<file path="src/common/barrett_pkg.sv">
`default_nettype none

package barrett_pkg;

  // ==============================
  // Datapath
  // ==============================
  localparam int DATA_W_DEFAULT = 32;  // One register word

  // ==============================
  // Register map, byte offsets
  // ==============================
  localparam logic [4:0] ADDR_CTRL   = 5'h00;  // Bit 0 starts a reduction
  localparam logic [4:0] ADDR_STATUS = 5'h04;  // Bit 0 busy, bit 1 sticky done
  localparam logic [4:0] ADDR_X      = 5'h08;
  localparam logic [4:0] ADDR_Q      = 5'h0C;
  localparam logic [4:0] ADDR_QBL    = 5'h10;  // Bit length k of q
  localparam logic [4:0] ADDR_MU     = 5'h14;  // floor(2^2k / q)
  localparam logic [4:0] ADDR_RESULT = 5'h18;

  localparam logic [1:0] RESP_OKAY   = 2'b00;
  localparam logic [1:0] RESP_SLVERR = 2'b10;

endpackage

`default_nettype wire

</file>
<file path="src/serial_multiplier.sv">
`timescale 1ns/1ns
`default_nettype none

module serial_multiplier import barrett_pkg::*; #(
  parameter int DATA_W = DATA_W_DEFAULT
) (
  input  wire                  clk_i,
  input  wire                  rst_ni,
  input  wire                  start_i,
  input  wire [DATA_W-1:0]     a_i,
  input  wire [DATA_W-1:0]     b_i,
  output logic                 done_o,
  output logic [2*DATA_W-1:0]  product_o
);

  localparam int CNT_W = $clog2(DATA_W + 1);

  logic                 running_q;
  logic [CNT_W-1:0]     cnt_q;      // Multiplier bits still to process
  logic [2*DATA_W-1:0]  mcand_q;    // Shifted left once per step
  logic [DATA_W-1:0]    mplier_q;   // Shifted right once per step
  logic [2*DATA_W-1:0]  acc_q;

  // ==============================
  // Sequencing
  // ==============================
  always_ff @(posedge clk_i or negedge rst_ni) begin
    if (!rst_ni) begin
      running_q <= 1'b0;
      cnt_q     <= '0;
      done_o    <= 1'b0;
    end else begin
      done_o <= 1'b0;
      if (start_i) begin
        running_q <= 1'b1;
        cnt_q     <= CNT_W'(DATA_W);
      end else if (running_q) begin
        cnt_q <= cnt_q - 1'b1;
        if (cnt_q == CNT_W'(1)) begin
          running_q <= 1'b0;
          done_o    <= 1'b1;  // Last add lands on this edge
        end
      end
    end
  end

  // ==============================
  // Shift-add datapath
  // ==============================
  always_ff @(posedge clk_i) begin
    if (start_i) begin
      mcand_q  <= {{DATA_W{1'b0}}, a_i};
      mplier_q <= b_i;
      acc_q    <= '0;
    end else if (running_q) begin
      if (mplier_q[0]) acc_q <= acc_q + mcand_q;
      mcand_q  <= mcand_q << 1;
      mplier_q <= mplier_q >> 1;
    end
  end

  assign product_o = acc_q;  // Held until the next start

endmodule

`default_nettype wire

</file>
<file path="src/barrett/barrett_reducer.sv">
`timescale 1ns/1ns
`default_nettype none

module barrett_reducer import barrett_pkg::*; #(
  parameter int DATA_W = DATA_W_DEFAULT
) (
  input  wire                  clk_i,
  input  wire                  rst_ni,
  input  wire                  start_i,
  input  wire [DATA_W-1:0]     x_i,
  input  wire [DATA_W-1:0]     q_i,
  input  wire [DATA_W-1:0]     qbl_i,
  input  wire [DATA_W-1:0]     mu_i,
  output logic                 busy_o,
  output logic                 done_o,
  output logic [DATA_W-1:0]    result_o,
  output logic                 mul_start_o,
  output logic [DATA_W-1:0]    mul_a_o,
  output logic [DATA_W-1:0]    mul_b_o,
  input  wire                  mul_done_i,
  input  wire [2*DATA_W-1:0]   mul_product_i
);

  typedef enum logic [2:0] {
    IDLE, PRODUCT_XMU, SHIFT, PRODUCT_TQ, SUBTRACT, CORRECT, DONE
  } state_t;

  state_t state_q, state_d;

  logic [DATA_W-1:0] x_q, q_q, qbl_q, mu_q;  // Operands latched at start
  logic [DATA_W-1:0] t_q;                    // Quotient estimate
  logic [DATA_W-1:0] rem_q;
  logic              mul_start_q;
  logic              corr_cnt_q;             // Set after the first correction
  logic [DATA_W-1:0] diff;
  logic [DATA_W-1:0] rem_sub;

  // x - t*q is below 2^DATA_W, so the low product half is enough
  assign diff    = x_q - mul_product_i[DATA_W-1:0];
  assign rem_sub = rem_q - q_q;

  // ==============================
  // State machine
  // ==============================
  always_comb begin
    state_d = state_q;
    case (state_q)
      IDLE:        if (start_i) state_d = PRODUCT_XMU;
      PRODUCT_XMU: if (mul_done_i) state_d = SHIFT;
      SHIFT:       state_d = PRODUCT_TQ;
      PRODUCT_TQ:  if (mul_done_i) state_d = SUBTRACT;
      SUBTRACT:    state_d = (diff >= q_q) ? CORRECT : DONE;
      CORRECT: begin
        if (rem_sub < q_q || corr_cnt_q) state_d = DONE;  // At most two passes
      end
      DONE:        state_d = IDLE;
      default:     state_d = IDLE;
    endcase
  end

  always_ff @(posedge clk_i or negedge rst_ni) begin
    if (!rst_ni) begin
      state_q     <= IDLE;
      mul_start_q <= 1'b0;
      corr_cnt_q  <= 1'b0;
    end else begin
      state_q     <= state_d;
      mul_start_q <= (state_q == IDLE && start_i) || (state_q == SHIFT);
      if (state_q == SUBTRACT) corr_cnt_q <= 1'b0;
      else if (state_q == CORRECT) corr_cnt_q <= 1'b1;
    end
  end

  // ==============================
  // Datapath
  // ==============================
  always_ff @(posedge clk_i) begin
    case (state_q)
      IDLE: begin
        if (start_i) begin
          x_q   <= x_i;
          q_q   <= q_i;
          qbl_q <= qbl_i;
          mu_q  <= mu_i;
        end
      end
      SHIFT:    t_q   <= DATA_W'(mul_product_i >> {qbl_q, 1'b0});  // Divide by 2^2k
      SUBTRACT: rem_q <= diff;
      CORRECT:  rem_q <= rem_sub;
      default: ;
    endcase
  end

  // Multiplier operands follow the product being formed
  assign mul_start_o = mul_start_q;
  assign mul_a_o     = (state_q == PRODUCT_TQ) ? t_q : x_q;
  assign mul_b_o     = (state_q == PRODUCT_TQ) ? q_q : mu_q;

  assign busy_o   = (state_q != IDLE) && (state_q != DONE);  // Drops as done rises
  assign done_o   = (state_q == DONE);
  assign result_o = rem_q;

endmodule

`default_nettype wire

</file>
<file path="src/barrett_regs.sv">
`timescale 1ns/1ns
`default_nettype none

module barrett_regs import barrett_pkg::*; #(
  parameter int DATA_W = DATA_W_DEFAULT
) (
  input  wire                clk_i,
  input  wire                rst_ni,
  // AXI4-Lite slave
  input  wire [4:0]          s_awaddr_i,
  input  wire                s_awvalid_i,
  output logic               s_awready_o,
  input  wire [31:0]         s_wdata_i,
  input  wire                s_wvalid_i,
  output logic               s_wready_o,
  output logic [1:0]         s_bresp_o,
  output logic               s_bvalid_o,
  input  wire                s_bready_i,
  input  wire [4:0]          s_araddr_i,
  input  wire                s_arvalid_i,
  output logic               s_arready_o,
  output logic [31:0]        s_rdata_o,
  output logic [1:0]         s_rresp_o,
  output logic               s_rvalid_o,
  input  wire                s_rready_i,
  // Reducer side
  output logic [DATA_W-1:0]  x_o,
  output logic [DATA_W-1:0]  q_o,
  output logic [DATA_W-1:0]  qbl_o,
  output logic [DATA_W-1:0]  mu_o,
  output logic               start_o,
  input  wire                busy_i,
  input  wire                done_i,
  input  wire [DATA_W-1:0]   result_i
);

  logic              wr_en, rd_en;
  logic              wr_ok, rd_ok;
  logic [31:0]       rd_data;
  logic [DATA_W-1:0] x_q, q_q, qbl_q, mu_q, result_q;
  logic              done_q;   // Sticky done
  logic              start_q;

  // ==============================
  // Handshake and decode
  // ==============================
  assign wr_en = s_awvalid_i && s_wvalid_i && !s_bvalid_o;  // Address and data together
  assign rd_en = s_arvalid_i && !s_rvalid_o;

  assign s_awready_o = wr_en;
  assign s_wready_o  = wr_en;
  assign s_arready_o = rd_en;

  always_comb begin
    case (s_awaddr_i)
      ADDR_CTRL, ADDR_X, ADDR_Q, ADDR_QBL, ADDR_MU: wr_ok = 1'b1;
      default: wr_ok = 1'b0;  // STATUS, RESULT and holes
    endcase
  end

  always_comb begin
    rd_data = '0;
    rd_ok   = 1'b1;
    case (s_araddr_i)
      ADDR_CTRL:   rd_data = '0;  // Start bit self-clears
      ADDR_STATUS: rd_data[1:0] = {done_q, busy_i};
      ADDR_X:      rd_data[DATA_W-1:0] = x_q;
      ADDR_Q:      rd_data[DATA_W-1:0] = q_q;
      ADDR_QBL:    rd_data[DATA_W-1:0] = qbl_q;
      ADDR_MU:     rd_data[DATA_W-1:0] = mu_q;
      ADDR_RESULT: rd_data[DATA_W-1:0] = result_q;
      default:     rd_ok = 1'b0;
    endcase
  end

  // ==============================
  // Registers
  // ==============================
  always_ff @(posedge clk_i or negedge rst_ni) begin
    if (!rst_ni) begin
      x_q        <= '0;
      q_q        <= '0;
      qbl_q      <= '0;
      mu_q       <= '0;
      result_q   <= '0;
      done_q     <= 1'b0;
      start_q    <= 1'b0;
      s_bvalid_o <= 1'b0;
      s_bresp_o  <= RESP_OKAY;
      s_rvalid_o <= 1'b0;
      s_rresp_o  <= RESP_OKAY;
      s_rdata_o  <= '0;
    end else begin
      start_q <= wr_en && (s_awaddr_i == ADDR_CTRL) && s_wdata_i[0];  // One-cycle pulse
      if (wr_en) begin
        case (s_awaddr_i)
          ADDR_X:   x_q   <= s_wdata_i[DATA_W-1:0];
          ADDR_Q:   q_q   <= s_wdata_i[DATA_W-1:0];
          ADDR_QBL: qbl_q <= s_wdata_i[DATA_W-1:0];
          ADDR_MU:  mu_q  <= s_wdata_i[DATA_W-1:0];
          default: ;
        endcase
      end
      // A new start wins over a coinciding done
      if (wr_en && (s_awaddr_i == ADDR_CTRL) && s_wdata_i[0]) done_q <= 1'b0;
      else if (done_i) done_q <= 1'b1;
      if (done_i) result_q <= result_i;

      if (wr_en) begin
        s_bvalid_o <= 1'b1;
        s_bresp_o  <= wr_ok ? RESP_OKAY : RESP_SLVERR;
      end else if (s_bready_i) begin
        s_bvalid_o <= 1'b0;
      end

      if (rd_en) begin
        s_rvalid_o <= 1'b1;
        s_rdata_o  <= rd_data;
        s_rresp_o  <= rd_ok ? RESP_OKAY : RESP_SLVERR;
      end else if (s_rready_i) begin
        s_rvalid_o <= 1'b0;  // Data held while stalled
      end
    end
  end

  assign x_o     = x_q;
  assign q_o     = q_q;
  assign qbl_o   = qbl_q;
  assign mu_o    = mu_q;
  assign start_o = start_q;

endmodule

`default_nettype wire

</file>
<file path="src/barrett_top.sv">
`timescale 1ns/1ns
`default_nettype none

module barrett_top import barrett_pkg::*; #(
  parameter int DATA_W = DATA_W_DEFAULT
) (
  input  wire         clk_i,
  input  wire         rst_ni,
  input  wire [4:0]   s_awaddr_i,
  input  wire         s_awvalid_i,
  output logic        s_awready_o,
  input  wire [31:0]  s_wdata_i,
  input  wire         s_wvalid_i,
  output logic        s_wready_o,
  output logic [1:0]  s_bresp_o,
  output logic        s_bvalid_o,
  input  wire         s_bready_i,
  input  wire [4:0]   s_araddr_i,
  input  wire         s_arvalid_i,
  output logic        s_arready_o,
  output logic [31:0] s_rdata_o,
  output logic [1:0]  s_rresp_o,
  output logic        s_rvalid_o,
  input  wire         s_rready_i
);

  logic [DATA_W-1:0]   x, q, qbl, mu, result;
  logic                start, busy, done;
  logic                mul_start, mul_done;
  logic [DATA_W-1:0]   mul_a, mul_b;
  logic [2*DATA_W-1:0] mul_product;

  // ==============================
  // Register block
  // ==============================
  barrett_regs #(.DATA_W(DATA_W)) u_regs (
    .clk_i, .rst_ni,
    .s_awaddr_i, .s_awvalid_i, .s_awready_o,
    .s_wdata_i, .s_wvalid_i, .s_wready_o,
    .s_bresp_o, .s_bvalid_o, .s_bready_i,
    .s_araddr_i, .s_arvalid_i, .s_arready_o,
    .s_rdata_o, .s_rresp_o, .s_rvalid_o, .s_rready_i,
    .x_o(x), .q_o(q), .qbl_o(qbl), .mu_o(mu),
    .start_o(start), .busy_i(busy), .done_i(done), .result_i(result)
  );

  // ==============================
  // Reducer and shared multiplier
  // ==============================
  barrett_reducer #(.DATA_W(DATA_W)) u_reducer (
    .clk_i, .rst_ni,
    .start_i(start), .x_i(x), .q_i(q), .qbl_i(qbl), .mu_i(mu),
    .busy_o(busy), .done_o(done), .result_o(result),
    .mul_start_o(mul_start), .mul_a_o(mul_a), .mul_b_o(mul_b),
    .mul_done_i(mul_done), .mul_product_i(mul_product)
  );

  serial_multiplier #(.DATA_W(DATA_W)) u_mult (
    .clk_i, .rst_ni,
    .start_i(mul_start), .a_i(mul_a), .b_i(mul_b),
    .done_o(mul_done), .product_o(mul_product)
  );

endmodule

`default_nettype wire

</file>
<file path="config.mk">
export PLATFORM = sky130hd
export DESIGN_NAME = barrett_top
export DESIGN_NICKNAME = d
export VERILOG_FILES = /design/src/common/barrett_pkg.sv /design/src/serial_multiplier.sv /design/src/barrett/barrett_reducer.sv /design/src/barrett_regs.sv /design/src/barrett_top.sv
export SDC_FILE = /design/constraint.sdc
export NUM_CORES = 1
export LEC_CHECK = 0
export BUFFER_PORTS_ARGS = -buffer_cell sky130_fd_sc_hd__buf_2
export CORE_UTILIZATION = 60
export CTS_BUF_LIST = sky130_fd_sc_hd__clkbuf_4 sky130_fd_sc_hd__clkbuf_8 sky130_fd_sc_hd__clkbuf_16
export DETAILED_ROUTE_END_ITERATION = 10
export HOLD_SLACK_MARGIN = 0.05
export PLACE_DENSITY_LB_ADDON = 0.12
export SLEW_MARGIN = 5
export SYNTH_ARGS = -nofsm -noshare
export SYNTH_HDL_FRONTEND = slang
export SYNTH_SLANG_ARGS = --single-unit
</file>
<file path="constraint.sdc">
create_clock -name clk_i -period 33.4 [get_ports clk_i]
set_input_delay 3.34 -clock clk_i [delete_from_list [all_inputs] [get_ports clk_i]]
set_output_delay 3.34 -clock clk_i [all_outputs]
set_load 0.03 [all_outputs]
</file>
==> metrics <==
Hold WS 469 ps; period utilization 0.215; CP Launch Type primary input; Synth cell types between 90 and 100; post-detailed-route wirelength per cell 23.8 µm; initial detailed-routing violation count between 2000 and 2500; Layout area overhead 8.92%; clock tree buffer depth 3; pre-CTS WS approximately 26000 ps; worst hold-check path type reg2reg; Rel. slew slack 0.131; Post-DP HPWL 67500 µm; Buf/Inv on CP 3; Worst EP required ~30000 ps; Post-synth ARST share 0.375; final worst path period need between 7000 and 8000 ps; Initial Util 0.608; pin count of the biggest net entering global routing about 160; vias in the first global route between 20000 and 30000; Die Area ~56000 µm²; CP max stage delay about 200 ps; Most used DFF post-synth edfxtp_1; mean post-synth cell area between 10 and 15 µm²; CTS Hold Bufs 0; setup TNS 0 ps; mapped cell area 32900 µm²; clock skew 15.7 ps; first-pass detailed-route iteration total 5; crit path max fanout 5; GRT overflow 0; crit path DAT 3840 ps; #FFs+latches synth 563; RSZ-0062 raised after global routing no; die height about 240 µm; die width 236 µm; total power between 3 and 4 mW; row cnt 85; layout cells sized above 1 0.144; slack of the critical path 26220 ps; Post-CTS Setup Repair Bufs 0; Crit path max-delay family buffers and inverters; Worst-path clk slew about 60 ps; later-pin clock latency in the skew report around 650 ps; first-pass GRT wire length ~150000 µm; PD cells between 80 and 90 nW/µm²; initial antenna violation count 1; IO buf count 87; CTS tree built; Pleak approximately 16 nW; critical path cell sequence buf_2, nand3_1, inv_1, buf_2; Nets ~3500; # setup viols final 0; Filler cells approximately 4300; cts bufs inserted 59; final wirelength between 90000 and 100000 µm; max-cap viol count 0; Final Wtd Congestion 0.963; Vias/cell between 6 and 7; clock sink count ~560; post-synthesis sequential area ratio 0.453; Remaining DRCs 0; Max H-tree Level 2; I/O pin cnt 90; Pins Over Slew Limit 0; synth warn 0; Crit Path Category in2out; core region area between 50000 and 60000 µm²; vias 25600; root buffer cell clkbuf_16; outcome complete, no violations; Achievable Freq about 140 MHz; post-cts sizing count 0; Max VDD drop 0.0582 mV; cells after synthesis roughly 3300; gr usage total 0.342; hold violation total from the final report 0; CP endpoint kind output port; Worst path slowest cell buf_2; Post-synth EDFFs 256; worst-margin pin slew 1300 ps; antenna-violating nets left 0; most frequent CP cell buf_2
[placed cells by master (no fill, tap or decap), types with 11 or more instances in the layout]
cell / Yosys / layout
a21oi_1: 337 / 337
nor2_1: 324 / 323
nand2_1: 283 / 282
edfxtp_1: 256 / 256
dfrtp_1: 211 / 209
ha_1: 191 / 191
mux2_2: 183 / 183
mux2i_1: 171 / 171
o21ai_0: 147 / 147
a21o_1: 107 / 107
inv_1: 104 / 103
dfxtp_1: 96 / 96
buf_2: 14 / 86
xnor2_1: 79 / 79
clkbuf_16: 0 / 62
a211oi_1: 52 / 52
xor2_1: 43 / 43
a221oi_1: 40 / 40
nand4_1: 34 / 34
nor3_1: 33 / 32
buf_4: 4 / 31
nor2b_1: 32 / 30
nand2b_1: 26 / 26
nand3_1: 27 / 26
o21bai_1: 22 / 22
a31oi_1: 20 / 20
o21a_1: 17 / 17
and2_1: 14 / 14
o211ai_1: 14 / 14
or3_1: 14 / 14
mux4_2: 14 / 14
clkbuf_4: 0 / 14
nor4_1: 14 / 13
and3_1: 11 / 11
[cells by family after synthesis]
| kind of cell | share of synthesized area |
|---|---|
| AO/OA/AOI/OAI | 0.166 |
| AND/OR/NAND/NOR | 0.116 |
| flip-flops | 0.453 |
| multiplexers | 0.125 |
| buffers and inverters | 0.0340 |
| adder cells (fa/ha/maj) | 0.0745 |
| XOR/XNOR | 0.0325 |
| other | 0.000114 |
[metrics by stage]
stage                     utilization  instances  area [µm²]
after global routing            0.663       3993       35800
final                           0.663       3994       35800
after detailed placement        0.625       3883       33800
after global placement          0.625       3883       33800
after floorplan                     -       3251       32900
after CTS                       0.663       3993       35800
[synth_stat cells (96+ instances only)]
| cell | number | area share |
|---|---|---|
| dfxtp_1 | 96 | 0.058 |
| nor2_1 | 324 | 0.037 |
| o21ai_0 | 147 | 0.022 |
| mux2_2 | 183 | 0.063 |
| mux2i_1 | 171 | 0.052 |
| ha_1 | 191 | 0.073 |
| inv_1 | 104 | 0.012 |
| edfxtp_1 | 256 | 0.23 |
| nand2_1 | 283 | 0.032 |
| a21o_1 | 107 | 0.024 |
| clkbuf_1 | 145 | 0.017 |
| dfrtp_1 | 211 | 0.16 |
| a21oi_1 | 337 | 0.051 |
[metal layers]
metal,wire length (µm),global-route usage
met1,39600,0.447
met2,46100,0.580
met3,5490,0.0377
met4,3840,0.141
met5,8,0
[worst reg2reg max path, cell delays in order (launching register included)]
cell and delay [ps]:
edfxtp_1 400, inv_1 100, ha_1 170, inv_1 60, fa_1 410, a21o_1 190
a21oi_1 360, o21ai_2 150, a32oi_2 360, o21ai_1 160, a21o_1 200, a21oi_1 320
xnor2_1 190, ha_1 280, a21o_1 160, a21o_1 180, a21oi_1 140, nor2b_1 70
o21ai_0 140, nand2b_1 80, a221oi_1 410, o21ai_0 210, o31ai_1 230
[final timing paths]
path / cells past startpoint / slack (ps) / from / endpoint
max: 4 / 26220 / s_awvalid_i / s_awready_o
min: 0 / 470 / u_regs.qbl_o[29]$_DFFE_PN0P_ / u_reducer.qbl_q[29]$_DFFE_PP_
max reg2reg: 22 / 28340 / u_reducer.result_o[0]$_DFFE_PN_ / u_reducer.state_q[1]$_DFFE_PN0P_
min reg2reg: 0 / 470 / u_regs.qbl_o[29]$_DFFE_PN0P_ / u_reducer.qbl_q[29]$_DFFE_PP_
max in group asynchronous: 2 / 29290 / rst_ni / u_reducer.mul_start_o$_DFF_PN0_
min in group asynchronous: 1 / 2620 / rst_ni / u_regs.mu_o[7]$_DFFE_PN0P_
[final cells by class]
class	instances	area (µm²)	share of cell area
clock buffer	81	1730	0.0482
inverter	106	398	0.0111
tap	696	871	0.0243
clock inverter	29	299	0.00835
multi-input combinational	2399	16900	0.472
sequential	563	14900	0.416
antenna	1	2.50	0.0000699
timing repair buffer	119	698	0.0195
[power by group]
group	internal (mW)	total (mW)	switching [mW]	leakage (nW)
combinational	0.497	1.30	0.807	8.82
clock	0.388	0.681	0.292	1.00
sequential	0.917	1.06	0.143	5.98
total	1.80	3.04	1.24	15.8
(Power assumes the default switching activity.)
